===== config.mk =====
export PLATFORM = sky130hd
export DESIGN_NAME = play_top
export DESIGN_NICKNAME = d
export VERILOG_FILES = /design/src/hdl/chess_pkg.sv /design/src/hdl/play_pkg.sv /design/src/hdl/play_top.sv /design/src/hdl/board_view.sv /design/src/hdl/game_ctrl.sv /design/src/hdl/move_check.sv /design/src/hdl/board_store.sv
export SDC_FILE = /design/constraint.sdc
export NUM_CORES = 2
export LEC_CHECK = 0
export BUFFER_PORTS_ARGS = -buffer_cell sky130_fd_sc_hd__buf_2
export CORE_AREA = 8 8 299 301
export DETAILED_ROUTE_END_ITERATION = 10
export DIE_AREA = 0 0 307 309
export PLACE_DENSITY = 0.74
export SYNTH_ARGS = -nofsm -noshare
export SYNTH_HDL_FRONTEND = slang
export SYNTH_SLANG_ARGS = --single-unit

===== constraint.sdc =====
create_clock -name clk -period 6.12 [get_ports clk]
set_input_delay 0 -clock clk [delete_from_list [all_inputs] [get_ports clk]]
set_output_delay 0 -clock clk [all_outputs]
set_load 0.05 [all_outputs]

===== src/hdl/chess_pkg.sv =====
package chess_pkg;

    typedef logic       side_t;
    typedef logic [2:0] piece_t;
    typedef logic [2:0] coord_t;
    typedef logic [7:0] cell_t;    // {3'b000, occupied, side, piece}

    localparam side_t WHITE = 1'b0;
    localparam side_t BLACK = 1'b1;

    localparam piece_t KING   = 3'd1;
    localparam piece_t QUEEN  = 3'd2;
    localparam piece_t BISHOP = 3'd3;
    localparam piece_t KNIGHT = 3'd4;
    localparam piece_t ROOK   = 3'd5;
    localparam piece_t PAWN   = 3'd6;

    localparam int    CELL_W        = 8;
    localparam int    CELL_OCC_BIT  = 4;
    localparam int    CELL_SIDE_BIT = 3;
    localparam cell_t EMPTY_CELL    = 8'h00;

    localparam int BOARD_CELLS = 64;
    typedef logic [BOARD_CELLS*CELL_W-1:0] board_flat_t;    // square = rank*8 + file

    localparam coord_t WHITE_HOME_RANK = 3'd1;
    localparam coord_t BLACK_HOME_RANK = 3'd6;

    // -------------------- cell fields
    function automatic cell_t make_cell(input side_t side, input piece_t piece);
        return {3'b000, 1'b1, side, piece};
    endfunction

    function automatic logic cell_occ(input cell_t c);
        return c[CELL_OCC_BIT];
    endfunction

    function automatic side_t cell_side(input cell_t c);
        return c[CELL_SIDE_BIT];
    endfunction

    function automatic piece_t cell_piece(input cell_t c);
        return c[2:0];
    endfunction

endpackage

===== src/hdl/play_pkg.sv =====
package play_pkg;

    typedef logic [1:0] game_state_t;

    localparam game_state_t DRAW_STATE      = 2'd0;    // encodable, never entered
    localparam game_state_t PLAY_STATE      = 2'd1;
    localparam game_state_t BLACK_WIN_STATE = 2'd2;
    localparam game_state_t WHITE_WIN_STATE = 2'd3;

    typedef logic [2:0] sound_t;

    localparam sound_t SND_NONE     = 3'd0;
    localparam sound_t SND_SELECT   = 3'd1;
    localparam sound_t SND_DESELECT = 3'd2;
    localparam sound_t SND_MOVE     = 3'd3;
    localparam sound_t SND_CAPTURE  = 3'd4;
    localparam sound_t SND_ILLEGAL  = 3'd5;
    localparam sound_t SND_GAMEOVER = 3'd7;

    // -------------------- display word
    // {2'b00, selected, marker, cell}
    localparam int VIEW_W        = 12;
    localparam int VIEW_SEL_BIT  = 9;
    localparam int VIEW_MARK_BIT = 8;

    typedef logic [VIEW_W-1:0] view_word_t;
    typedef logic [chess_pkg::BOARD_CELLS*VIEW_W-1:0] view_flat_t;

endpackage


===== src/hdl/play_top.sv =====
module play_top (
    input  logic                  clk,
    input  logic                  rstn,
    input  chess_pkg::coord_t     cursor_x,
    input  chess_pkg::coord_t     cursor_y,
    input  logic                  is_pressed,
    output play_pkg::game_state_t state,
    output play_pkg::view_flat_t  board_data,
    output play_pkg::sound_t      sound_code,
    output logic                  play_sound
);
    import chess_pkg::*;
    import play_pkg::*;

    board_flat_t board;
    coord_t      sel_x;
    coord_t      sel_y;
    side_t       turn;
    logic        has_selected;
    logic        move_commit;
    logic        move_legal;

    board_store u_board_store (
        .clk         (clk),
        .rstn        (rstn),
        .move_commit (move_commit),
        .sel_x       (sel_x),
        .sel_y       (sel_y),
        .cursor_x    (cursor_x),
        .cursor_y    (cursor_y),
        .board       (board)
    );

    move_check u_move_check (
        .board      (board),
        .sel_x      (sel_x),
        .sel_y      (sel_y),
        .cursor_x   (cursor_x),
        .cursor_y   (cursor_y),
        .turn       (turn),
        .move_legal (move_legal)
    );

    game_ctrl u_game_ctrl (
        .clk          (clk),
        .rstn         (rstn),
        .is_pressed   (is_pressed),
        .cursor_x     (cursor_x),
        .cursor_y     (cursor_y),
        .board        (board),
        .move_legal   (move_legal),
        .has_selected (has_selected),
        .sel_x        (sel_x),
        .sel_y        (sel_y),
        .turn         (turn),
        .move_commit  (move_commit),
        .state        (state),
        .sound_code   (sound_code),
        .play_sound   (play_sound)
    );

    board_view u_board_view (
        .board        (board),
        .cursor_x     (cursor_x),
        .cursor_y     (cursor_y),
        .has_selected (has_selected),
        .sel_x        (sel_x),
        .sel_y        (sel_y),
        .board_data   (board_data)
    );

endmodule


===== src/hdl/board_view.sv =====
module board_view (
    input  chess_pkg::board_flat_t board,
    input  chess_pkg::coord_t      cursor_x,
    input  chess_pkg::coord_t      cursor_y,
    input  logic                   has_selected,
    input  chess_pkg::coord_t      sel_x,
    input  chess_pkg::coord_t      sel_y,
    output play_pkg::view_flat_t   board_data
);
    import chess_pkg::*;
    import play_pkg::*;

    for (genvar sq = 0; sq < BOARD_CELLS; sq++) begin : g_sq
        localparam coord_t FILE = coord_t'(sq % 8);
        localparam coord_t RANK = coord_t'(sq / 8);

        cell_t      sq_cell;
        logic       at_cursor;
        logic       at_sel;
        view_word_t word;

        assign sq_cell   = board[sq*CELL_W +: CELL_W];
        assign at_cursor = (cursor_x == FILE) && (cursor_y == RANK);
        assign at_sel    = has_selected && (sel_x == FILE) && (sel_y == RANK);

        always_comb begin
            word                = '0;
            word[CELL_W-1:0]    = sq_cell;
            word[VIEW_MARK_BIT] = at_cursor || at_sel;
            word[VIEW_SEL_BIT]  = at_sel;    // red marker on the picked piece
        end

        assign board_data[sq*VIEW_W +: VIEW_W] = word;
    end

endmodule


===== src/hdl/game_ctrl.sv =====
module game_ctrl (
    input  logic                    clk,
    input  logic                    rstn,
    input  logic                    is_pressed,
    input  chess_pkg::coord_t       cursor_x,
    input  chess_pkg::coord_t       cursor_y,
    input  chess_pkg::board_flat_t  board,
    input  logic                    move_legal,
    output logic                    has_selected,
    output chess_pkg::coord_t       sel_x,
    output chess_pkg::coord_t       sel_y,
    output chess_pkg::side_t        turn,
    output logic                    move_commit,
    output play_pkg::game_state_t   state,
    output play_pkg::sound_t        sound_code,
    output logic                    play_sound
);
    import chess_pkg::*;
    import play_pkg::*;

    logic  prev_pressed;
    logic  press_edge;
    cell_t cur_cell;
    logic  cur_own;
    logic  cur_is_sel;
    logic  target_king;

    assign press_edge = is_pressed & ~prev_pressed;

    // -------------------- cursor decode
    assign cur_cell    = board[{cursor_y, cursor_x} * CELL_W +: CELL_W];
    assign cur_own     = cell_occ(cur_cell) && (cell_side(cur_cell) == turn);
    assign cur_is_sel  = has_selected && (cursor_x == sel_x) && (cursor_y == sel_y);
    assign target_king = cell_occ(cur_cell) && (cell_piece(cur_cell) == KING);

    // own-piece targets re-select instead of moving
    assign move_commit = press_edge && (state == PLAY_STATE) && has_selected &&
                         !cur_is_sel && !cur_own && move_legal;

    always_ff @(posedge clk or negedge rstn) begin
        if (!rstn) begin
            prev_pressed  <= 1'b0;
            has_selected  <= 1'b0;
            sel_x         <= 3'd0;
            sel_y         <= 3'd0;
            turn          <= WHITE;
            state         <= PLAY_STATE;
            sound_code    <= SND_NONE;
            play_sound    <= 1'b0;
        end else begin
            prev_pressed <= is_pressed;
            play_sound   <= 1'b0;    // pulse

            case (state)
                PLAY_STATE: begin
                    if (press_edge) begin
                        play_sound <= 1'b1;    // every press gets a sound
                        if (cur_is_sel) begin
                            has_selected <= 1'b0;
                            sound_code   <= SND_DESELECT;
                        end else if (cur_own) begin
                            has_selected <= 1'b1;    // first pick or re-pick
                            sel_x        <= cursor_x;
                            sel_y        <= cursor_y;
                            sound_code   <= SND_SELECT;
                        end else if (move_commit) begin
                            has_selected <= 1'b0;
                            turn         <= ~turn;
                            if (target_king) begin
                                sound_code <= SND_GAMEOVER;
                                state <= (turn == WHITE) ? WHITE_WIN_STATE : BLACK_WIN_STATE;
                            end else if (cell_occ(cur_cell)) begin
                                sound_code <= SND_CAPTURE;
                            end else begin
                                sound_code <= SND_MOVE;
                            end
                        end else begin
                            sound_code <= SND_ILLEGAL;
                        end
                    end
                end
                DRAW_STATE, BLACK_WIN_STATE, WHITE_WIN_STATE: begin
                    // presses ignored once the game is over
                end
            endcase
        end
    end

endmodule


===== src/hdl/move_check.sv =====
module move_check (
    input  chess_pkg::board_flat_t board,
    input  chess_pkg::coord_t      sel_x,
    input  chess_pkg::coord_t      sel_y,
    input  chess_pkg::coord_t      cursor_x,
    input  chess_pkg::coord_t      cursor_y,
    input  chess_pkg::side_t       turn,
    output logic                   move_legal
);
    import chess_pkg::*;

    cell_t  src_cell;
    cell_t  dst_cell;
    coord_t abs_dx;
    coord_t abs_dy;
    coord_t path_len;
    coord_t home_rank;
    logic   forward;
    logic   moving;
    logic   straight;
    logic   diagonal;
    logic   path_clear;

    function automatic cell_t cell_at(input board_flat_t b, input coord_t x, input coord_t y);
        return b[{y, x} * CELL_W +: CELL_W];
    endfunction

    assign src_cell = cell_at(board, sel_x, sel_y);
    assign dst_cell = cell_at(board, cursor_x, cursor_y);

    assign abs_dx   = (cursor_x > sel_x) ? cursor_x - sel_x : sel_x - cursor_x;
    assign abs_dy   = (cursor_y > sel_y) ? cursor_y - sel_y : sel_y - cursor_y;
    assign path_len = (abs_dx > abs_dy) ? abs_dx : abs_dy;    // valid on lines only

    assign moving   = (abs_dx != 3'd0) || (abs_dy != 3'd0);
    assign straight = (abs_dx == 3'd0) || (abs_dy == 3'd0);
    assign diagonal = (abs_dx == abs_dy);

    // pawn direction and start rank follow the side to move
    assign forward   = (turn == WHITE) ? (cursor_y > sel_y) : (cursor_y < sel_y);
    assign home_rank = (turn == WHITE) ? WHITE_HOME_RANK : BLACK_HOME_RANK;

    // -------------------- path scan
    // walks the squares strictly between source and target
    always_comb begin
        coord_t px;
        coord_t py;
        path_clear = 1'b1;
        for (int k = 1; k < 7; k++) begin
            if (cursor_x > sel_x) begin
                px = sel_x + coord_t'(k);
            end else if (cursor_x < sel_x) begin
                px = sel_x - coord_t'(k);
            end else begin
                px = sel_x;
            end
            if (cursor_y > sel_y) begin
                py = sel_y + coord_t'(k);
            end else if (cursor_y < sel_y) begin
                py = sel_y - coord_t'(k);
            end else begin
                py = sel_y;
            end
            if (k < int'(path_len) && cell_occ(cell_at(board, px, py))) begin
                path_clear = 1'b0;
            end
        end
    end

    // -------------------- piece rules
    always_comb begin
        move_legal = 1'b0;
        case (cell_piece(src_cell))
            PAWN: begin
                if (forward && abs_dx == 3'd0 && abs_dy == 3'd1) begin
                    move_legal = !cell_occ(dst_cell);
                end else if (forward && abs_dx == 3'd0 && abs_dy == 3'd2 && sel_y == home_rank) begin
                    move_legal = !cell_occ(dst_cell) && path_clear;    // both squares empty
                end else if (forward && abs_dx == 3'd1 && abs_dy == 3'd1) begin
                    move_legal = cell_occ(dst_cell);    // diagonal only as capture
                end
            end
            ROOK:    move_legal = moving && straight && path_clear;
            BISHOP:  move_legal = moving && diagonal && path_clear;
            QUEEN:   move_legal = moving && (straight || diagonal) && path_clear;
            KNIGHT:  move_legal = (abs_dx == 3'd1 && abs_dy == 3'd2) ||
                                  (abs_dx == 3'd2 && abs_dy == 3'd1);
            KING:    move_legal = moving && abs_dx <= 3'd1 && abs_dy <= 3'd1;
            default: move_legal = 1'b0;
        endcase
    end

endmodule


===== src/hdl/board_store.sv =====
module board_store (
    input  logic                   clk,
    input  logic                   rstn,
    input  logic                   move_commit,
    input  chess_pkg::coord_t      sel_x,
    input  chess_pkg::coord_t      sel_y,
    input  chess_pkg::coord_t      cursor_x,
    input  chess_pkg::coord_t      cursor_y,
    output chess_pkg::board_flat_t board
);
    import chess_pkg::*;

    cell_t      cells [BOARD_CELLS];
    logic [5:0] src_sq;
    logic [5:0] dst_sq;

    assign src_sq = {sel_y, sel_x};
    assign dst_sq = {cursor_y, cursor_x};

    // standard opening layout, white on ranks 0 and 1
    function automatic cell_t start_cell(input int sq);
        int     rank;
        side_t  side;
        piece_t piece;
        rank = sq / 8;
        side = (rank >= 4) ? BLACK : WHITE;
        if (rank == 1 || rank == 6) begin
            piece = PAWN;
        end else begin
            case (sq % 8)
                0, 7:    piece = ROOK;
                1, 6:    piece = KNIGHT;
                2, 5:    piece = BISHOP;
                3:       piece = QUEEN;
                default: piece = KING;
            endcase
        end
        if (rank >= 2 && rank <= 5) begin
            return EMPTY_CELL;
        end
        return make_cell(side, piece);
    endfunction

    always_ff @(posedge clk or negedge rstn) begin
        if (!rstn) begin
            for (int i = 0; i < BOARD_CELLS; i++) begin
                cells[i] <= start_cell(i);
            end
        end else if (move_commit) begin
            cells[dst_sq] <= cells[src_sq];    // captured piece just gets overwritten
            cells[src_sq] <= EMPTY_CELL;
        end
    end

    // -------------------- flatten
    for (genvar sq = 0; sq < BOARD_CELLS; sq++) begin : g_flat
        assign board[sq*CELL_W +: CELL_W] = cells[sq];
    end

endmodule


==> impl_metrics.ini <==
[run_status]
status = finished with violations
failed_checks = hold timing

[synthesis]
yosysWarnings = 0
synth_xor_area_share_pct = 0.3248
ys_seq_area_share_pct = 35.29
ys_async_sr_fraction_pct = 100.0
synth-main-ff-cell = dfrtp_1
synth_mux_area_share_pct = 12.50
synth.most_common_cell = o31ai_1
synth_area_leader_cell = dfrtp_1
synth_compound_area_share_pct = 30.43
synth_top_family_by_area = compound AO/OA/AOI/OAI gates
syn-cell-area_sq_um = 37750
synth_edf_count = 0
synth_cell_types = 96
synth.top_cell.area_share_pct = 27.98
ys_seq_elements = 527
yosys.area_share.adder_pct = 1.366
synthTopCellsByArea = dfrtp_1 (28%), o311ai_1 (9.8%), mux4_2 (8.8%), o31ai_1 (8.4%), dfstp_2 (7.3%)
syn_inst = 3872
synth-simple-area-share_pct = 10.55
synth_area_per_cell_sq_um = 9.749
netlist_top_cells_count = o31ai_1 (424), o311ai_1 (423), dfrtp_1 (422)

[placed_design]
port_buffers = 654
place_congestion = 1.031
hpwl_mm = 144.9
numPlacedInstances = 5338

[sta]
holdWs_ns = -0.01216
drv_slew = 0
rsz0062_at_grt = false
max_freq_mhz = 182.4
max_slew_margin_pct = 8.002
min_period_ns = 5.483
report.final.setup_viol = 0
worst_pin_slew_ns = 1.377
fin_setup_tns_ns = 0
post-route-period-util_pct = 89.60
hold_viol = 4
finalClockSkew_ns = 0.03085

[worst_setup_path]
crit-reg2reg-launch = u_game_ctrl.sel_x[0]
cp.arrival_ns = 5.96
rr_endpoint = u_board_store.board[47]
path_class = reg2reg
crit_path_end_kind = flip-flop
cpPeakStageDelay_ns = 0.68
r2r_slack_ns = 0.64
path_cells = buf_4 > mux4_2 > o211ai_1 > o211ai_1 > a22oi_2 > buf_4 > nand4_1 > a2111oi_4 > buf_12 > nand2_1 > o311ai_1 > o31ai_1
worstRegToRegCells = 12
cp-start-kind = flip-flop
cp_max_fo = 40
crit_slowest_cell = a2111oi_4
critPathRequiredTime_ns = 6.60

[layout]
final_cell_count_no_fill = 5464
drive_gt1_share_pct = 29.25
syn2layout_area_growth_pct = 15.65
layout.nets = 4307
n_fill_cell = 7744

[job]
drv_cap = 0

[global_route]
grt.overflow.total = 0
grt_max_degree = 170
antenna_found_initial = 20
grt_pass1_wl_mm = 287.9
grt_pass1_vias = 38684
grt_usage_pct = 40.55

[die]
io_pins = 783
start_util_pct = 44.61
die-area_sq_um = 94860
die_height_um = 309
coreArea_sq_um = 84610
die_w_um = 307
fp-row-count = 107

[cts]
htree_levels = 2
cts_made_buffers = 58
cts_root_buf = clkbuf_16
clkLatencyLatePin_ns = 0.65
clock_sinks = 527
path_clk_slew_ns = 0.07
cts_tree = done
clock_path_buffers = 3

[power]
seq_power_share_pct = 43.2
p_leak_nw = 18.03
pwr-share-comb_pct = 9.2
clkPwrFrac_pct = 47.5
switching_power_mw = 2.210
ir_drop_mv = 0.2041
powerDensity_nw_per_um2 = 184.7
intPower_mw = 5.854
switching_share_pct = 27.40

[drt]
antenna_left = 0
drtPass1Iterations = 7
drt_wl_total_mm = 204.3
via_per_inst = 7.617
first_iter_violations = 7347
drc = 0
wl_per_cell_um = 37.39
dr_total_vias = 41619

[hold_path]
hp-class = in2async
## worst max path at each step
stage / from / endpoint / cells past startpoint
2_1_floorplan: u_game_ctrl.sel_y[0] / u_board_store.board[197] / 19
3_3_place_gp: u_game_ctrl.sel_x[0] / u_board_store.board[341] / 14
3_5_place_dp: cursor_y[1] / u_board_store.board[349] / 15
4_1_cts: u_game_ctrl.sel_x[0] / u_board_store.board[47] / 12
5_1_grt: u_game_ctrl.sel_x[0] / u_board_store.board[47] / 12
6_report: u_game_ctrl.sel_x[0] / u_board_store.board[47] / 12
## what timing repair did
item                                   in CTS  in global routing
endpoints found under the hold margin      93                  0
setup buffers                               0                  0
hold buffers                                6                  0
resized for setup                           0                  0
## registers in the layout, indices dropped and copies added, names as in the netlist
register                  count
u_game_ctrl.sel_x             3
u_game_ctrl.play_sound        1
u_game_ctrl.turn              1
u_game_ctrl.state             2
u_game_ctrl.prev_pressed      1
u_board_store.board         512
u_game_ctrl.has_selected      1
u_game_ctrl.sound_code        3
u_game_ctrl.sel_y             3
## cells in the final DEF (no fill, tap or decap), types with 21 or more instances in the layout
cell	count
buf_2	653
a31oi_1	21
mux2_2	23
dfstp_2	105
nand2b_1	45
nand2_1	367
a21oi_1	66
inv_1	36
buf_4	123
nor3_1	27
nor2_1	138
clkbuf_16	58
a311oi_1	33
o21ai_0	128
nor3_2	22
mux2i_1	109
dfrtp_1	419
ha_1	34
a22oi_1	34
o31ai_1	424
o211ai_1	62
o32ai_1	91
and2_1	24
conb_1	128
o22ai_1	75
nand3_1	99
o311ai_1	423
buf_12	46
mux4_2	148
a211oi_1	49
## critical path, delay by kind of cell, from the launching register on
family | cells | cell delay (ns)
multiplexers | 1 | 0.59
AO/OA/AOI/OAI | 6 | 2.04
buffers and inverters | 3 | 1.34
flip-flops | 1 | 0.63
AND/OR/NAND/NOR | 2 | 0.59
## cells by family (layout without fill, tap and decap cells)
kind of cell | after synthesis | count (layout)
xor+xnor | 14 | 14
mux | 283 | 283
flops | 527 | 527
compound gates | 1500 | 1500
buf+inv | 671 | 979
other cells | 1 | 141
fa+ha+maj | 39 | 39
simple gates | 837 | 837
## through the flow
stage	util (%)	setup WS [ns]	total power, mW	instance area [sq um]
CTS	51.55	0.8470	8.015	43620
floorplan	-	0.8298	4.061	38220
global route	51.56	0.4861	8.183	43620
finish	51.59	0.6367	8.064	43650
detailed placement	49.07	0.8970	4.256	41520
global placement	49.07	0.8107	4.257	41520
## cell type report
cell class | count | area (sq um) | area share [%]
clock buffer | 86 | 1717 | 3.933
tap | 1144 | 1431 | 3.279
antenna | 13 | 32.53 | 0.07452
sequential | 527 | 13330 | 30.53
clock inverter | 21 | 321.6 | 0.7366
multi-input combinational | 2801 | 21470 | 49.19
timing repair buffer | 829 | 5187 | 11.88
inverter | 43 | 161.4 | 0.3698
## power groups by stage
| stage | sequential, mW | clock [mW] | combinational (mW) |
|---|---|---|---|
| 2_1_floorplan | 3.55 | 0 | 0.511 |
| 3_3_place_gp | 3.55 | 0 | 0.708 |
| 3_5_place_dp | 3.55 | 0 | 0.707 |
| 4_1_cts | 3.49 | 3.82 | 0.712 |
| 5_1_grt | 3.49 | 3.93 | 0.764 |
| 6_report | 3.49 | 3.83 | 0.742 |
## routing by layer
| metal | track usage (%) | vias up | part of all wire, % |
|---|---|---|---|
| met2 | 59.12 | 4228 | 42 |
| met1 | 50.84 | 20253 | 35 |
| met3 | 16.45 | 983 | 16 |
| li1 | - | 16143 | - |
| met5 | 0.2021 | - | 0.039 |
| met4 | 22.93 | 12 | 7.6 |
(Power assumes the default switching activity.)
